File: src/design/glb_cfg_pkg.sv
// 12-bit byte address map with bit 11 selecting tile config; sizes are fixed localparams
package glb_cfg_pkg;

    // AXI-lite bus widths
    localparam int AXI_ADDR_WIDTH = 12;
    localparam int AXI_DATA_WIDTH = 32;

    // tile array and its address fields
    localparam int NUM_TILES     = 4;
    localparam int TILE_ID_WIDTH = 2;
    localparam int TILE_ID_LSB   = 8;
    localparam int REGS_PER_TILE = 4;
    localparam int REG_IDX_WIDTH = $clog2(REGS_PER_TILE);
    localparam int REG_IDX_LSB   = 2;

    // top address bit picks the tile block over the interrupt block
    localparam int TILE_SEL_BIT = AXI_ADDR_WIDTH - 1;

    // fixed settle time after a tile write
    localparam int TILE_WR_WAIT  = 16;
    localparam int WR_WAIT_WIDTH = $clog2(TILE_WR_WAIT + 1);

    // interrupt register offsets
    localparam logic [AXI_ADDR_WIDTH-1:0] INT_ENABLE_ADDR  = 12'h000;
    localparam logic [AXI_ADDR_WIDTH-1:0] INT_STATUS_ADDR  = 12'h004;
    localparam logic [AXI_ADDR_WIDTH-1:0] INT_PENDING_ADDR = 12'h008;

    localparam logic [1:0] AXI_RESP_OKAY = 2'b00;

    typedef enum logic [2:0] {
        WR_IDLE          = 3'h0,
        WR_REQ_INTERRUPT = 3'h1,
        WR_REQ_TILE      = 3'h2,
        WR_WAIT          = 3'h3,
        WR_RESP          = 3'h4
    } cfg_wr_state_t;

    typedef enum logic [2:0] {
        RD_IDLE          = 3'h0,
        RD_REQ_INTERRUPT = 3'h1,
        RD_REQ_TILE      = 3'h2,
        RD_WAIT          = 3'h3,
        RD_RESP          = 3'h4
    } cfg_rd_state_t;

endpackage

File: src/design/glb_axil_cfg_ctrl.sv
// single-beat AXI-lite only: no bursts or strobes, responses always OKAY, one write and one read
`timescale 1ns/1ps

module glb_axil_cfg_ctrl import glb_cfg_pkg::*; (
    input  logic                      clk,
    input  logic                      reset,
    // AXI-lite slave
    input  logic                      awvalid,
    output logic                      awready,
    input  logic [AXI_ADDR_WIDTH-1:0] awaddr,
    input  logic                      wvalid,
    output logic                      wready,
    input  logic [AXI_DATA_WIDTH-1:0] wdata,
    output logic                      bvalid,
    input  logic                      bready,
    output logic [1:0]                bresp,
    input  logic                      arvalid,
    output logic                      arready,
    input  logic [AXI_ADDR_WIDTH-1:0] araddr,
    output logic                      rvalid,
    input  logic                      rready,
    output logic [AXI_DATA_WIDTH-1:0] rdata,
    output logic [1:0]                rresp,
    // interrupt block config port
    output logic                      int_wr_en,
    output logic [AXI_ADDR_WIDTH-1:0] int_wr_addr,
    output logic [AXI_DATA_WIDTH-1:0] int_wr_data,
    output logic                      int_rd_en,
    output logic [AXI_ADDR_WIDTH-1:0] int_rd_addr,
    input  logic [AXI_DATA_WIDTH-1:0] int_rd_data,
    input  logic                      int_rd_data_valid,
    output logic                      int_wr_clk_en,
    output logic                      int_rd_clk_en,
    // tile block config port
    output logic                      tile_wr_en,
    output logic [AXI_ADDR_WIDTH-1:0] tile_wr_addr,
    output logic [AXI_DATA_WIDTH-1:0] tile_wr_data,
    output logic                      tile_rd_en,
    output logic [AXI_ADDR_WIDTH-1:0] tile_rd_addr,
    input  logic [AXI_DATA_WIDTH-1:0] tile_rd_data,
    input  logic                      tile_rd_data_valid,
    output logic                      tile_wr_clk_en,
    output logic                      tile_rd_clk_en
);

    cfg_wr_state_t             wr_state;
    cfg_rd_state_t             rd_state;
    logic [WR_WAIT_WIDTH-1:0]  wr_wait_cnt;
    logic [AXI_ADDR_WIDTH-1:0] wr_addr_q;
    logic [AXI_DATA_WIDTH-1:0] wr_data_q;
    logic [AXI_ADDR_WIDTH-1:0] rd_addr_q;
    logic                      rd_is_tile;
    logic                      rd_sel_valid;
    logic [AXI_DATA_WIDTH-1:0] rd_sel_data;

    // clock-enable intent, seen by targets half a cycle later
    logic int_wr_clk_en_p;
    logic int_rd_clk_en_p;
    logic tile_wr_clk_en_p;
    logic tile_rd_clk_en_p;

    assign bresp = AXI_RESP_OKAY;
    assign rresp = AXI_RESP_OKAY;

    // both targets share the captured address and data, wr_en/rd_en pick one
    assign int_wr_addr  = wr_addr_q;
    assign tile_wr_addr = wr_addr_q;
    assign int_wr_data  = wr_data_q;
    assign tile_wr_data = wr_data_q;
    assign int_rd_addr  = rd_addr_q;
    assign tile_rd_addr = rd_addr_q;

    // only the target that was asked may answer
    assign rd_is_tile   = rd_addr_q[TILE_SEL_BIT];
    assign rd_sel_valid = rd_is_tile ? tile_rd_data_valid : int_rd_data_valid;
    assign rd_sel_data  = rd_is_tile ? tile_rd_data : int_rd_data;

    always_ff @(posedge clk) begin
        if (wr_state == WR_IDLE && awvalid && awready) begin
            wr_addr_q <= awaddr;
        end
        if (wvalid && wready) begin
            wr_data_q <= wdata;
        end
        if (rd_state == RD_IDLE && arvalid && arready) begin
            rd_addr_q <= araddr;
        end
        if (rd_state == RD_WAIT && rd_sel_valid) begin
            rdata <= rd_sel_data;
        end
    end

    // write FSM, w may arrive before, with or after aw
    always_ff @(posedge clk or posedge reset) begin
        if (reset) begin
            wr_state         <= WR_IDLE;
            awready          <= 1'b1;
            wready           <= 1'b1;
            bvalid           <= 1'b0;
            int_wr_en        <= 1'b0;
            tile_wr_en       <= 1'b0;
            wr_wait_cnt      <= '0;
            int_wr_clk_en_p  <= 1'b0;
            tile_wr_clk_en_p <= 1'b0;
        end else begin
            case (wr_state)
                WR_IDLE: begin
                    if (wvalid && wready) begin
                        wready <= 1'b0;
                    end
                    if (awvalid && awready) begin
                        awready          <= 1'b0;
                        tile_wr_clk_en_p <= awaddr[TILE_SEL_BIT];
                        int_wr_clk_en_p  <= !awaddr[TILE_SEL_BIT];
                        wr_state <= awaddr[TILE_SEL_BIT] ? WR_REQ_TILE : WR_REQ_INTERRUPT;
                    end
                end
                WR_REQ_INTERRUPT, WR_REQ_TILE: begin
                    // wready low here means the data beat is already held
                    if (wvalid || !wready) begin
                        wready     <= 1'b0;
                        int_wr_en  <= (wr_state == WR_REQ_INTERRUPT);
                        tile_wr_en <= (wr_state == WR_REQ_TILE);
                        if (wr_state == WR_REQ_TILE) begin
                            wr_wait_cnt <= WR_WAIT_WIDTH'(TILE_WR_WAIT);
                        end else begin
                            wr_wait_cnt <= '0;
                        end
                        wr_state <= WR_WAIT;
                    end
                end
                WR_WAIT: begin
                    int_wr_en  <= 1'b0;
                    tile_wr_en <= 1'b0;
                    if (wr_wait_cnt == '0) begin
                        bvalid   <= 1'b1;
                        wr_state <= WR_RESP;
                    end else begin
                        wr_wait_cnt <= wr_wait_cnt - 1'b1;
                    end
                end
                WR_RESP: begin
                    if (bready) begin
                        bvalid           <= 1'b0;
                        awready          <= 1'b1;
                        wready           <= 1'b1;
                        int_wr_clk_en_p  <= 1'b0;
                        tile_wr_clk_en_p <= 1'b0;
                        wr_state         <= WR_IDLE;
                    end
                end
                default: wr_state <= WR_IDLE;
            endcase
        end
    end

    // read FSM
    always_ff @(posedge clk or posedge reset) begin
        if (reset) begin
            rd_state         <= RD_IDLE;
            arready          <= 1'b1;
            rvalid           <= 1'b0;
            int_rd_en        <= 1'b0;
            tile_rd_en       <= 1'b0;
            int_rd_clk_en_p  <= 1'b0;
            tile_rd_clk_en_p <= 1'b0;
        end else begin
            case (rd_state)
                RD_IDLE: begin
                    if (arvalid && arready) begin
                        arready          <= 1'b0;
                        tile_rd_clk_en_p <= araddr[TILE_SEL_BIT];
                        int_rd_clk_en_p  <= !araddr[TILE_SEL_BIT];
                        rd_state <= araddr[TILE_SEL_BIT] ? RD_REQ_TILE : RD_REQ_INTERRUPT;
                    end
                end
                RD_REQ_INTERRUPT: begin
                    int_rd_en <= 1'b1;
                    rd_state  <= RD_WAIT;
                end
                RD_REQ_TILE: begin
                    tile_rd_en <= 1'b1;
                    rd_state   <= RD_WAIT;
                end
                RD_WAIT: begin
                    int_rd_en  <= 1'b0;
                    tile_rd_en <= 1'b0;
                    if (rd_sel_valid) begin
                        rvalid   <= 1'b1;
                        rd_state <= RD_RESP;
                    end
                end
                RD_RESP: begin
                    if (rready) begin
                        rvalid           <= 1'b0;
                        arready          <= 1'b1;
                        int_rd_clk_en_p  <= 1'b0;
                        tile_rd_clk_en_p <= 1'b0;
                        rd_state         <= RD_IDLE;
                    end
                end
                default: rd_state <= RD_IDLE;
            endcase
        end
    end

    // half-cycle shift so enables settle before the next rising edge
    always_ff @(negedge clk or posedge reset) begin
        if (reset) begin
            int_wr_clk_en  <= 1'b0;
            int_rd_clk_en  <= 1'b0;
            tile_wr_clk_en <= 1'b0;
            tile_rd_clk_en <= 1'b0;
        end else begin
            int_wr_clk_en  <= int_wr_clk_en_p;
            int_rd_clk_en  <= int_rd_clk_en_p;
            tile_wr_clk_en <= tile_wr_clk_en_p;
            tile_rd_clk_en <= tile_rd_clk_en_p;
        end
    end

endmodule

File: src/design/glb_interrupt_cfg.sv
// one status bit per tile; events are sampled every cycle, config access needs its clock-enable
`timescale 1ns/1ps

module glb_interrupt_cfg import glb_cfg_pkg::*; (
    input  logic                      clk,
    input  logic                      reset,
    input  logic                      wr_clk_en,
    input  logic                      rd_clk_en,
    input  logic                      wr_en,
    input  logic [AXI_ADDR_WIDTH-1:0] wr_addr,
    input  logic [AXI_DATA_WIDTH-1:0] wr_data,
    input  logic                      rd_en,
    input  logic [AXI_ADDR_WIDTH-1:0] rd_addr,
    input  logic [NUM_TILES-1:0]      interrupt_event,
    output logic [AXI_DATA_WIDTH-1:0] rd_data,
    output logic                      rd_data_valid,
    output logic                      interrupt
);

    logic                 wr_hit;
    logic [NUM_TILES-1:0] int_enable;
    logic [NUM_TILES-1:0] int_status;
    logic [NUM_TILES-1:0] int_pending;
    logic [NUM_TILES-1:0] status_clr;

    assign wr_hit      = wr_clk_en && wr_en;
    assign status_clr  = (wr_hit && wr_addr == INT_STATUS_ADDR) ? wr_data[NUM_TILES-1:0] : '0;
    assign int_pending = int_status & int_enable;
    assign interrupt   = |int_pending;

    always_ff @(posedge clk or posedge reset) begin
        if (reset) begin
            int_enable <= '0;
        end else if (wr_hit && wr_addr == INT_ENABLE_ADDR) begin
            int_enable <= wr_data[NUM_TILES-1:0];
        end
    end

    // a new event wins over a clear of the same bit
    always_ff @(posedge clk or posedge reset) begin
        if (reset) begin
            int_status <= '0;
        end else begin
            int_status <= (int_status & ~status_clr) | interrupt_event;
        end
    end

    always_ff @(posedge clk or posedge reset) begin
        if (reset) begin
            rd_data_valid <= 1'b0;
        end else begin
            rd_data_valid <= rd_en && rd_clk_en;
        end
    end

    always_ff @(posedge clk) begin
        if (rd_en && rd_clk_en) begin
            case (rd_addr)
                INT_ENABLE_ADDR:  rd_data <= AXI_DATA_WIDTH'(int_enable);
                INT_STATUS_ADDR:  rd_data <= AXI_DATA_WIDTH'(int_status);
                INT_PENDING_ADDR: rd_data <= AXI_DATA_WIDTH'(int_pending);
                default:          rd_data <= '0;
            endcase
        end
    end

endmodule

File: src/design/glb_tile_cfg.sv
// read latency is tile id plus one; only one read may be in the chain at a time
`timescale 1ns/1ps

module glb_tile_cfg import glb_cfg_pkg::*; (
    input  logic                      clk,
    input  logic                      reset,
    input  logic                      wr_clk_en,
    input  logic                      rd_clk_en,
    input  logic                      wr_en,
    input  logic [AXI_ADDR_WIDTH-1:0] wr_addr,
    input  logic [AXI_DATA_WIDTH-1:0] wr_data,
    input  logic                      rd_en,
    input  logic [AXI_ADDR_WIDTH-1:0] rd_addr,
    output logic [AXI_DATA_WIDTH-1:0] rd_data,
    output logic                      rd_data_valid
);

    logic [AXI_DATA_WIDTH-1:0] cfg_mem [NUM_TILES][REGS_PER_TILE];
    logic [TILE_ID_WIDTH-1:0]  wr_tile;
    logic [TILE_ID_WIDTH-1:0]  rd_tile;
    logic [REG_IDX_WIDTH-1:0]  wr_idx;
    logic [REG_IDX_WIDTH-1:0]  rd_idx;
    logic [NUM_TILES-1:0]      load_mask;
    logic [NUM_TILES-1:0]      chain_valid;
    logic [AXI_DATA_WIDTH-1:0] chain_data [NUM_TILES];

    assign wr_tile = wr_addr[TILE_ID_LSB +: TILE_ID_WIDTH];
    assign wr_idx  = wr_addr[REG_IDX_LSB +: REG_IDX_WIDTH];
    assign rd_tile = rd_addr[TILE_ID_LSB +: TILE_ID_WIDTH];
    assign rd_idx  = rd_addr[REG_IDX_LSB +: REG_IDX_WIDTH];

    // a read enters the chain at the addressed tile
    assign load_mask = {{(NUM_TILES-1){1'b0}}, rd_en} << rd_tile;

    always_ff @(posedge clk) begin
        if (wr_clk_en && wr_en) begin
            cfg_mem[wr_tile][wr_idx] <= wr_data;
        end
    end

    // valid moves one tile toward tile 0 per enabled cycle
    always_ff @(posedge clk or posedge reset) begin
        if (reset) begin
            chain_valid <= '0;
        end else if (rd_clk_en) begin
            chain_valid <= {1'b0, chain_valid[NUM_TILES-1:1]} | load_mask;
        end
    end

    for (genvar k = 0; k < NUM_TILES; k++) begin : g_stage
        logic [AXI_DATA_WIDTH-1:0] upstream;

        if (k == NUM_TILES - 1) begin : g_last
            assign upstream = '0;
        end else begin : g_mid
            assign upstream = chain_data[k+1];
        end

        always_ff @(posedge clk) begin
            if (rd_clk_en) begin
                chain_data[k] <= load_mask[k] ? cfg_mem[k][rd_idx] : upstream;
            end
        end
    end

    assign rd_data       = chain_data[0];
    assign rd_data_valid = chain_valid[0];

endmodule

File: src/design/glb_cfg_top.sv
// config front end only; the tile datapath is not part of this block
`timescale 1ns/1ps

module glb_cfg_top import glb_cfg_pkg::*; (
    input  logic                      clk,
    input  logic                      reset,
    input  logic                      awvalid,
    output logic                      awready,
    input  logic [AXI_ADDR_WIDTH-1:0] awaddr,
    input  logic                      wvalid,
    output logic                      wready,
    input  logic [AXI_DATA_WIDTH-1:0] wdata,
    output logic                      bvalid,
    input  logic                      bready,
    output logic [1:0]                bresp,
    input  logic                      arvalid,
    output logic                      arready,
    input  logic [AXI_ADDR_WIDTH-1:0] araddr,
    output logic                      rvalid,
    input  logic                      rready,
    output logic [AXI_DATA_WIDTH-1:0] rdata,
    output logic [1:0]                rresp,
    input  logic [NUM_TILES-1:0]      interrupt_event,
    output logic                      interrupt,
    output logic                      tile_wr_clk_en,
    output logic                      tile_rd_clk_en,
    output logic                      int_wr_clk_en,
    output logic                      int_rd_clk_en
);

    logic                      int_wr_en;
    logic [AXI_ADDR_WIDTH-1:0] int_wr_addr;
    logic [AXI_DATA_WIDTH-1:0] int_wr_data;
    logic                      int_rd_en;
    logic [AXI_ADDR_WIDTH-1:0] int_rd_addr;
    logic [AXI_DATA_WIDTH-1:0] int_rd_data;
    logic                      int_rd_data_valid;
    logic                      tile_wr_en;
    logic [AXI_ADDR_WIDTH-1:0] tile_wr_addr;
    logic [AXI_DATA_WIDTH-1:0] tile_wr_data;
    logic                      tile_rd_en;
    logic [AXI_ADDR_WIDTH-1:0] tile_rd_addr;
    logic [AXI_DATA_WIDTH-1:0] tile_rd_data;
    logic                      tile_rd_data_valid;

    glb_axil_cfg_ctrl u_ctrl (
        .clk                (clk),
        .reset              (reset),
        .awvalid            (awvalid),
        .awready            (awready),
        .awaddr             (awaddr),
        .wvalid             (wvalid),
        .wready             (wready),
        .wdata              (wdata),
        .bvalid             (bvalid),
        .bready             (bready),
        .bresp              (bresp),
        .arvalid            (arvalid),
        .arready            (arready),
        .araddr             (araddr),
        .rvalid             (rvalid),
        .rready             (rready),
        .rdata              (rdata),
        .rresp              (rresp),
        .int_wr_en          (int_wr_en),
        .int_wr_addr        (int_wr_addr),
        .int_wr_data        (int_wr_data),
        .int_rd_en          (int_rd_en),
        .int_rd_addr        (int_rd_addr),
        .int_rd_data        (int_rd_data),
        .int_rd_data_valid  (int_rd_data_valid),
        .int_wr_clk_en      (int_wr_clk_en),
        .int_rd_clk_en      (int_rd_clk_en),
        .tile_wr_en         (tile_wr_en),
        .tile_wr_addr       (tile_wr_addr),
        .tile_wr_data       (tile_wr_data),
        .tile_rd_en         (tile_rd_en),
        .tile_rd_addr       (tile_rd_addr),
        .tile_rd_data       (tile_rd_data),
        .tile_rd_data_valid (tile_rd_data_valid),
        .tile_wr_clk_en     (tile_wr_clk_en),
        .tile_rd_clk_en     (tile_rd_clk_en)
    );

    glb_interrupt_cfg u_interrupt (
        .clk             (clk),
        .reset           (reset),
        .wr_clk_en       (int_wr_clk_en),
        .rd_clk_en       (int_rd_clk_en),
        .wr_en           (int_wr_en),
        .wr_addr         (int_wr_addr),
        .wr_data         (int_wr_data),
        .rd_en           (int_rd_en),
        .rd_addr         (int_rd_addr),
        .interrupt_event (interrupt_event),
        .rd_data         (int_rd_data),
        .rd_data_valid   (int_rd_data_valid),
        .interrupt       (interrupt)
    );

    glb_tile_cfg u_tile (
        .clk           (clk),
        .reset         (reset),
        .wr_clk_en     (tile_wr_clk_en),
        .rd_clk_en     (tile_rd_clk_en),
        .wr_en         (tile_wr_en),
        .wr_addr       (tile_wr_addr),
        .wr_data       (tile_wr_data),
        .rd_en         (tile_rd_en),
        .rd_addr       (tile_rd_addr),
        .rd_data       (tile_rd_data),
        .rd_data_valid (tile_rd_data_valid)
    );

endmodule

File: config.mk
export PLATFORM = sky130hd
export DESIGN_NAME = glb_cfg_top
export DESIGN_NICKNAME = d
export VERILOG_FILES = /design/src/design/glb_cfg_pkg.sv /design/src/design/glb_axil_cfg_ctrl.sv /design/src/design/glb_interrupt_cfg.sv /design/src/design/glb_tile_cfg.sv /design/src/design/glb_cfg_top.sv
export SDC_FILE = /design/constraint.sdc
export NUM_CORES = 1
export LEC_CHECK = 0
export BUFFER_PORTS_ARGS = -buffer_cell sky130_fd_sc_hd__buf_2
export CAP_MARGIN = 20
export CORE_MARGIN = 2
export CORE_UTILIZATION = 45
export CTS_CLUSTER_DIAMETER = 40
export DETAILED_ROUTE_END_ITERATION = 12
export PLACE_DENSITY_LB_ADDON = 0.1
export REMOVE_ABC_BUFFERS = 1
export SLEW_MARGIN = 10
export SYNTH_ARGS = -nofsm -noshare
export SYNTH_HDL_FRONTEND = slang
export SYNTH_SLANG_ARGS = --single-unit
File: constraint.sdc
create_clock -name clk -period 3.53 [get_ports clk]
set_clock_uncertainty 0.1 [all_clocks]
set_input_delay 0.706 -clock clk [delete_from_list [all_inputs] [get_ports clk]]
set_output_delay 0.706 -clock clk [all_outputs]
set_load 0.1 [all_outputs]
-- Yosys cells after proc, flatten, opt, wreduce, memory -nomap -nowiden
Memories as Yosys holds them, arrays and structs flattened.
Cells that the tools add are included.
- multiplexer cells: 70
- bitwise operators: 7
- reduce and logical (&&, ||, !) cells: 43
- eq/ne operators: 20
- shift-type cells: 1
- magnitude comparators: 3
- add/sub/neg operators: 1
- operators by type and width (operator ; number):
    2-to-1 mux 32 bit ; 14
    binary-select mux 32 bit (select 2 bit) ; 4
    2-to-1 mux 128 bit ; 1
    demux 32 bit (select 2 bit) ; 1
    equality test 12 x 3 -> 1 bit (second input constant) ; 2
    zero test 12 bit ; 2
    case mux 1 bit (2 select lines) ; 12
    case mux 3 bit (4 select lines) ; 2
    2-to-1 mux 3 bit ; 7
    2-to-1 mux 1 bit ; 20
    AND reduction 3 bit ; 6
    2-to-1 mux 5 bit ; 3
    logical AND 1 bit ; 14
    nonzero test 2 bit ; 7
    equality test 12 x 4 -> 1 bit (second input constant) ; 1
    equality test 3 x 2 -> 1 bit (second input constant) ; 4
    inequality test 2 bit (second input constant) ; 6
    case mux 4 bit (3 select lines) ; 1
    case mux 5 bit (2 select lines) ; 1
    AND 4 bit ; 2
    AND reduction 4 bit ; 2
    equality test 3 x 1 -> 1 bit (second input constant) ; 2
    equality test 3 bit (second input constant) ; 2
    greater-or-equal comparator 3 bit (second input constant) ; 2
    19 further kinds ; 27
- memory bits (writable): 640
- register bits after elaboration: 161
- memories: 2
- output and inout port bits: 46
- memory list (name ; depth ; bits a word ; read ports ; clocked after Yosys merged registers in ; write ports ; RTL line ; source):
    u_tile.cfg_mem ; 4 ; 128 ; 4 ; 0 ; 1 ; glb_tile_cfg.sv:18 ; logic [AXI_DATA_WIDTH-1:0] cfg_mem [NUM_TILES][REGS_PER_TILE];
    u_tile.chain_data ; 4 ; 32 ; 4 ; 0 ; 4 ; glb_tile_cfg.sv:25 ; logic [AXI_DATA_WIDTH-1:0] chain_data [NUM_TILES];

-- Logic depth before layout (Yosys ltp)
- word-level depth: 6
- gate-level depth with buffers: 6
- depth with buffers taken out: 6

-- Modules after synthesis
A second synthesis with hierarchy kept.
- cells, all modules: 1410
- area total of the unflattened synthesis: 29776.1 sq um
- by module, submodules not included (module ; cells an instance ; area each (sq um) ; seq. area each (sq um) ; instances):
    glb_tile_cfg ; 977 ; 23960.5 ; 19318.5 ; 1
    glb_axil_cfg_ctrl ; 344 ; 4939.7 ; 3347.0 ; 1
    glb_interrupt_cfg ; 89 ; 875.8 ; 345.3 ; 1

==> run summary <==
vias per cell = 5.36
most frequent cells in the layout = edfxtp_1 (732), mux4_2 (128), clkbuf_16 (117)
DRT Pass-1 Iters = 5
WS Path Type = register to output port
#FFs+latches synth = 773
Tot Pwr = 26.1 mW
Final setup viols = 84
first-pass GRT wire length = 94000 um
hold depth = 1
Clock Path Buffers = 3
Min-Delay Path Class = input port to register
worst relative slew slack = 39.6%
antenna violations before repair = 2
Lkg Pwr = 12.3 nW
RSZ-0062 raised after global routing = yes
vias = 13400
total negative slack = -4540 ps
number of global-route vias before repair = 14200
Unique masters post-synth = 42
Crit Path Max Fanout = 2
share of layout cells above drive strength 1 = 38.8%
critical-path cell list = buf_12, buf_12
Post-synth EDFFs = 732
worst hold start = awaddr[3]
Crit path max-delay family = flip-flops
Port Buffers = 108
RR Endpoint = u_tile.cfg_mem[3][71]
die area = 65900 sq um
CTS Sinks = 773
Setup crit start kind = register
reg2reg setup slack = -80 ps
commonest non-fill, non-tap cell in the layout = edfxtp_1
FP Rows = 92
cell area after synthesis = 28700 sq um
fillers = 4799
violated checks = negative setup slack
CTS tree = done
power density over the cells = 737 nW/um^2
most frequent CP cell = buf_12
Synth Instances = 1307
Die W = 257 um
fraction of registers with async set/reset = 5.30%
main combinational cell family by area after synthesis = multiplexers
# Max-Cap Violations = 0
largest net degree at the start of global routing = 62
Largest stage delay, worst path = 430 ps
GPL Wtd Cong = 0.749
Inserted Clock Buffers = 110
actual slew at the worst max-slew pin = 903 ps
Post-Synth Simple-Gate Area = 3.16%
Synthesis Warnings = 0
Mean Syn Cell Area = 22.0 sq um
IO Count = 113
WP buf/inv = 2
n_diodes = 0
worst hold path endpoint = u_ctrl.int_wr_addr[3]
GR Overflow Total = 0
Slowest-stage cell, CP = dfrtn_1
post-synthesis sequential area ratio = 80.1%
H-tree depth = 3
fin worst setup slack = -428 ps
chip height = 257 um
CP required = 2720 ps
Initial Util = 45.6%
worst reg2reg startpoint = u_ctrl.tile_wr_clk_en
Routed Antenna Nets = 0
Max VDD drop = 0.000552 V
Net count, final = 1630
Final Hold Fails = 0
WP data arrival = 3150 ps
multiplexer share of the synthesized area = 14.2%
compound-cell area share of the yosys netlist = 1.14%
clk slew on worst S/H paths = 60 ps
Synth-to-Final Area Change = 23.5%
Final HPWL DP = 37100 um
Worst setup EP type = output port
post-route cell area = 35500 sq um
Cell Area, Placed = 31100 sq um
GRT Overall Usage = 19.7%
DRT iter0 DRCs = 1006
R2R depth = 6
Synth Area in XOR/XNOR = 0%
top_reg_cell synth = edfxtp_1
Clock Latency Late Sink = 650 ps
Clock Tree Root = clkbuf_16
outcome = finished, violations left
DRC errors left = 0
Adder-Cell Fraction of Synth Area = 0.0435%
core area = 63100 sq um
final slew viol count = 0
routed len/inst = 25.7 um
final wirelength = 64300 um
[logic make-up after synthesis]
group / after synthesis
fa+ha+maj: 1
flops: 773
other cells: 1
compound gates: 52
buf+inv: 76
mux: 234
simple gates: 170
[registers in the layout, summed over array words and instances (netlist names), 3 cells and up]
signal	cells
u_tile.cfg_mem	512
u_tile.chain_data	128
u_ctrl.int_wr_data	32
u_ctrl.rdata	32
u_ctrl.int_rd_addr	12
u_ctrl.int_wr_addr	12
u_ctrl.wr_wait_cnt	5
u_interrupt.int_enable	4
u_interrupt.int_status	4
u_interrupt.rd_data	4
u_tile.chain_valid	4
u_ctrl.rd_state	3
u_ctrl.wr_state	3
[per-stage QoR]
stage / utilization (%) / hold WS (ps) / worst slack (ps) / std cells
after detailed placement: 49.3 / 367 / -80.7 / 2276
final: 56.2 / 126 / -428 / 2499
after floorplan: - / 364 / -2780 / 1254
after global placement: 49.3 / 361 / -97.4 / 2276
after global routing: 56.2 / 81.6 / -473 / 2499
after CTS: 56.0 / 75.4 / -468 / 2491
[how the worst max path moves through the flow]
stage,startpoint,end,slack [ps],depth (start not counted)
global placement,u_ctrl.tile_wr_clk_en,u_tile.cfg_mem[0][71],-100,4
detailed placement,u_ctrl.tile_wr_clk_en,u_tile.cfg_mem[0][71],-80,4
finish,u_ctrl.tile_rd_clk_en,tile_rd_clk_en,-430,2
global route,u_ctrl.tile_rd_clk_en,tile_rd_clk_en,-470,2
floorplan,u_ctrl.int_rd_addr[2],u_tile.chain_data[1][0],-2780,2
CTS,u_ctrl.tile_rd_clk_en,tile_rd_clk_en,-470,2
[routing by layer]
metal  global-route usage (%)  vias to the layer above  wire [um]
met5                        0                        -          0
met4                     5.01                        0       1120
met3                     3.65                       89       2660
met2                     33.3                      303      33200
met1                     26.5                     7144      27400
li1                         -                     5867          -
[synth_stat cells, drive strengths merged, types with 10 or more instances]
cell | count | share of area (%)
a21oi | 11 | 0.19
a31oi | 10 | 0.22
and2 | 31 | 0.67
buf | 35 | 0.87
clkbuf | 21 | 0.27
dfrtp | 34 | 3.0
edfxtp | 732 | 76
inv | 20 | 0.26
mux2 | 104 | 4.1
mux4 | 128 | 10
nand2 | 22 | 0.29
nor2 | 40 | 0.52
nor2b | 35 | 0.76
o21ai | 14 | 0.24
[cell type report]
cell class	instances	area [sq um]	share of cell area, %
clock buffers	118	2850	8.02
clock inverters	85	1070	3.02
inverters	20	75.1	0.212
multi-input cells	461	5500	15.5
flip-flops and latches	773	23000	64.9
well taps	846	1060	2.98
repair buffers	196	1920	5.41
[where the power goes]
group | total [mW] | switching, mW | internal [mW]
registers | 11.7 | 0.490 | 11.2
clock network | 11.5 | 4.11 | 7.35
logic | 2.98 | 2.06 | 0.920
[repair_timing]
action                                 in CTS  in global routing
hold buffers                                1                  0
cloned                                      5                  5
setup endpoints to repair                  77                141
resized for setup                          24                  9
endpoints found under the hold margin       3                  0
buffers inserted                            7                  6
pin swaps                                   3                  6
(Power assumes the default switching activity.)
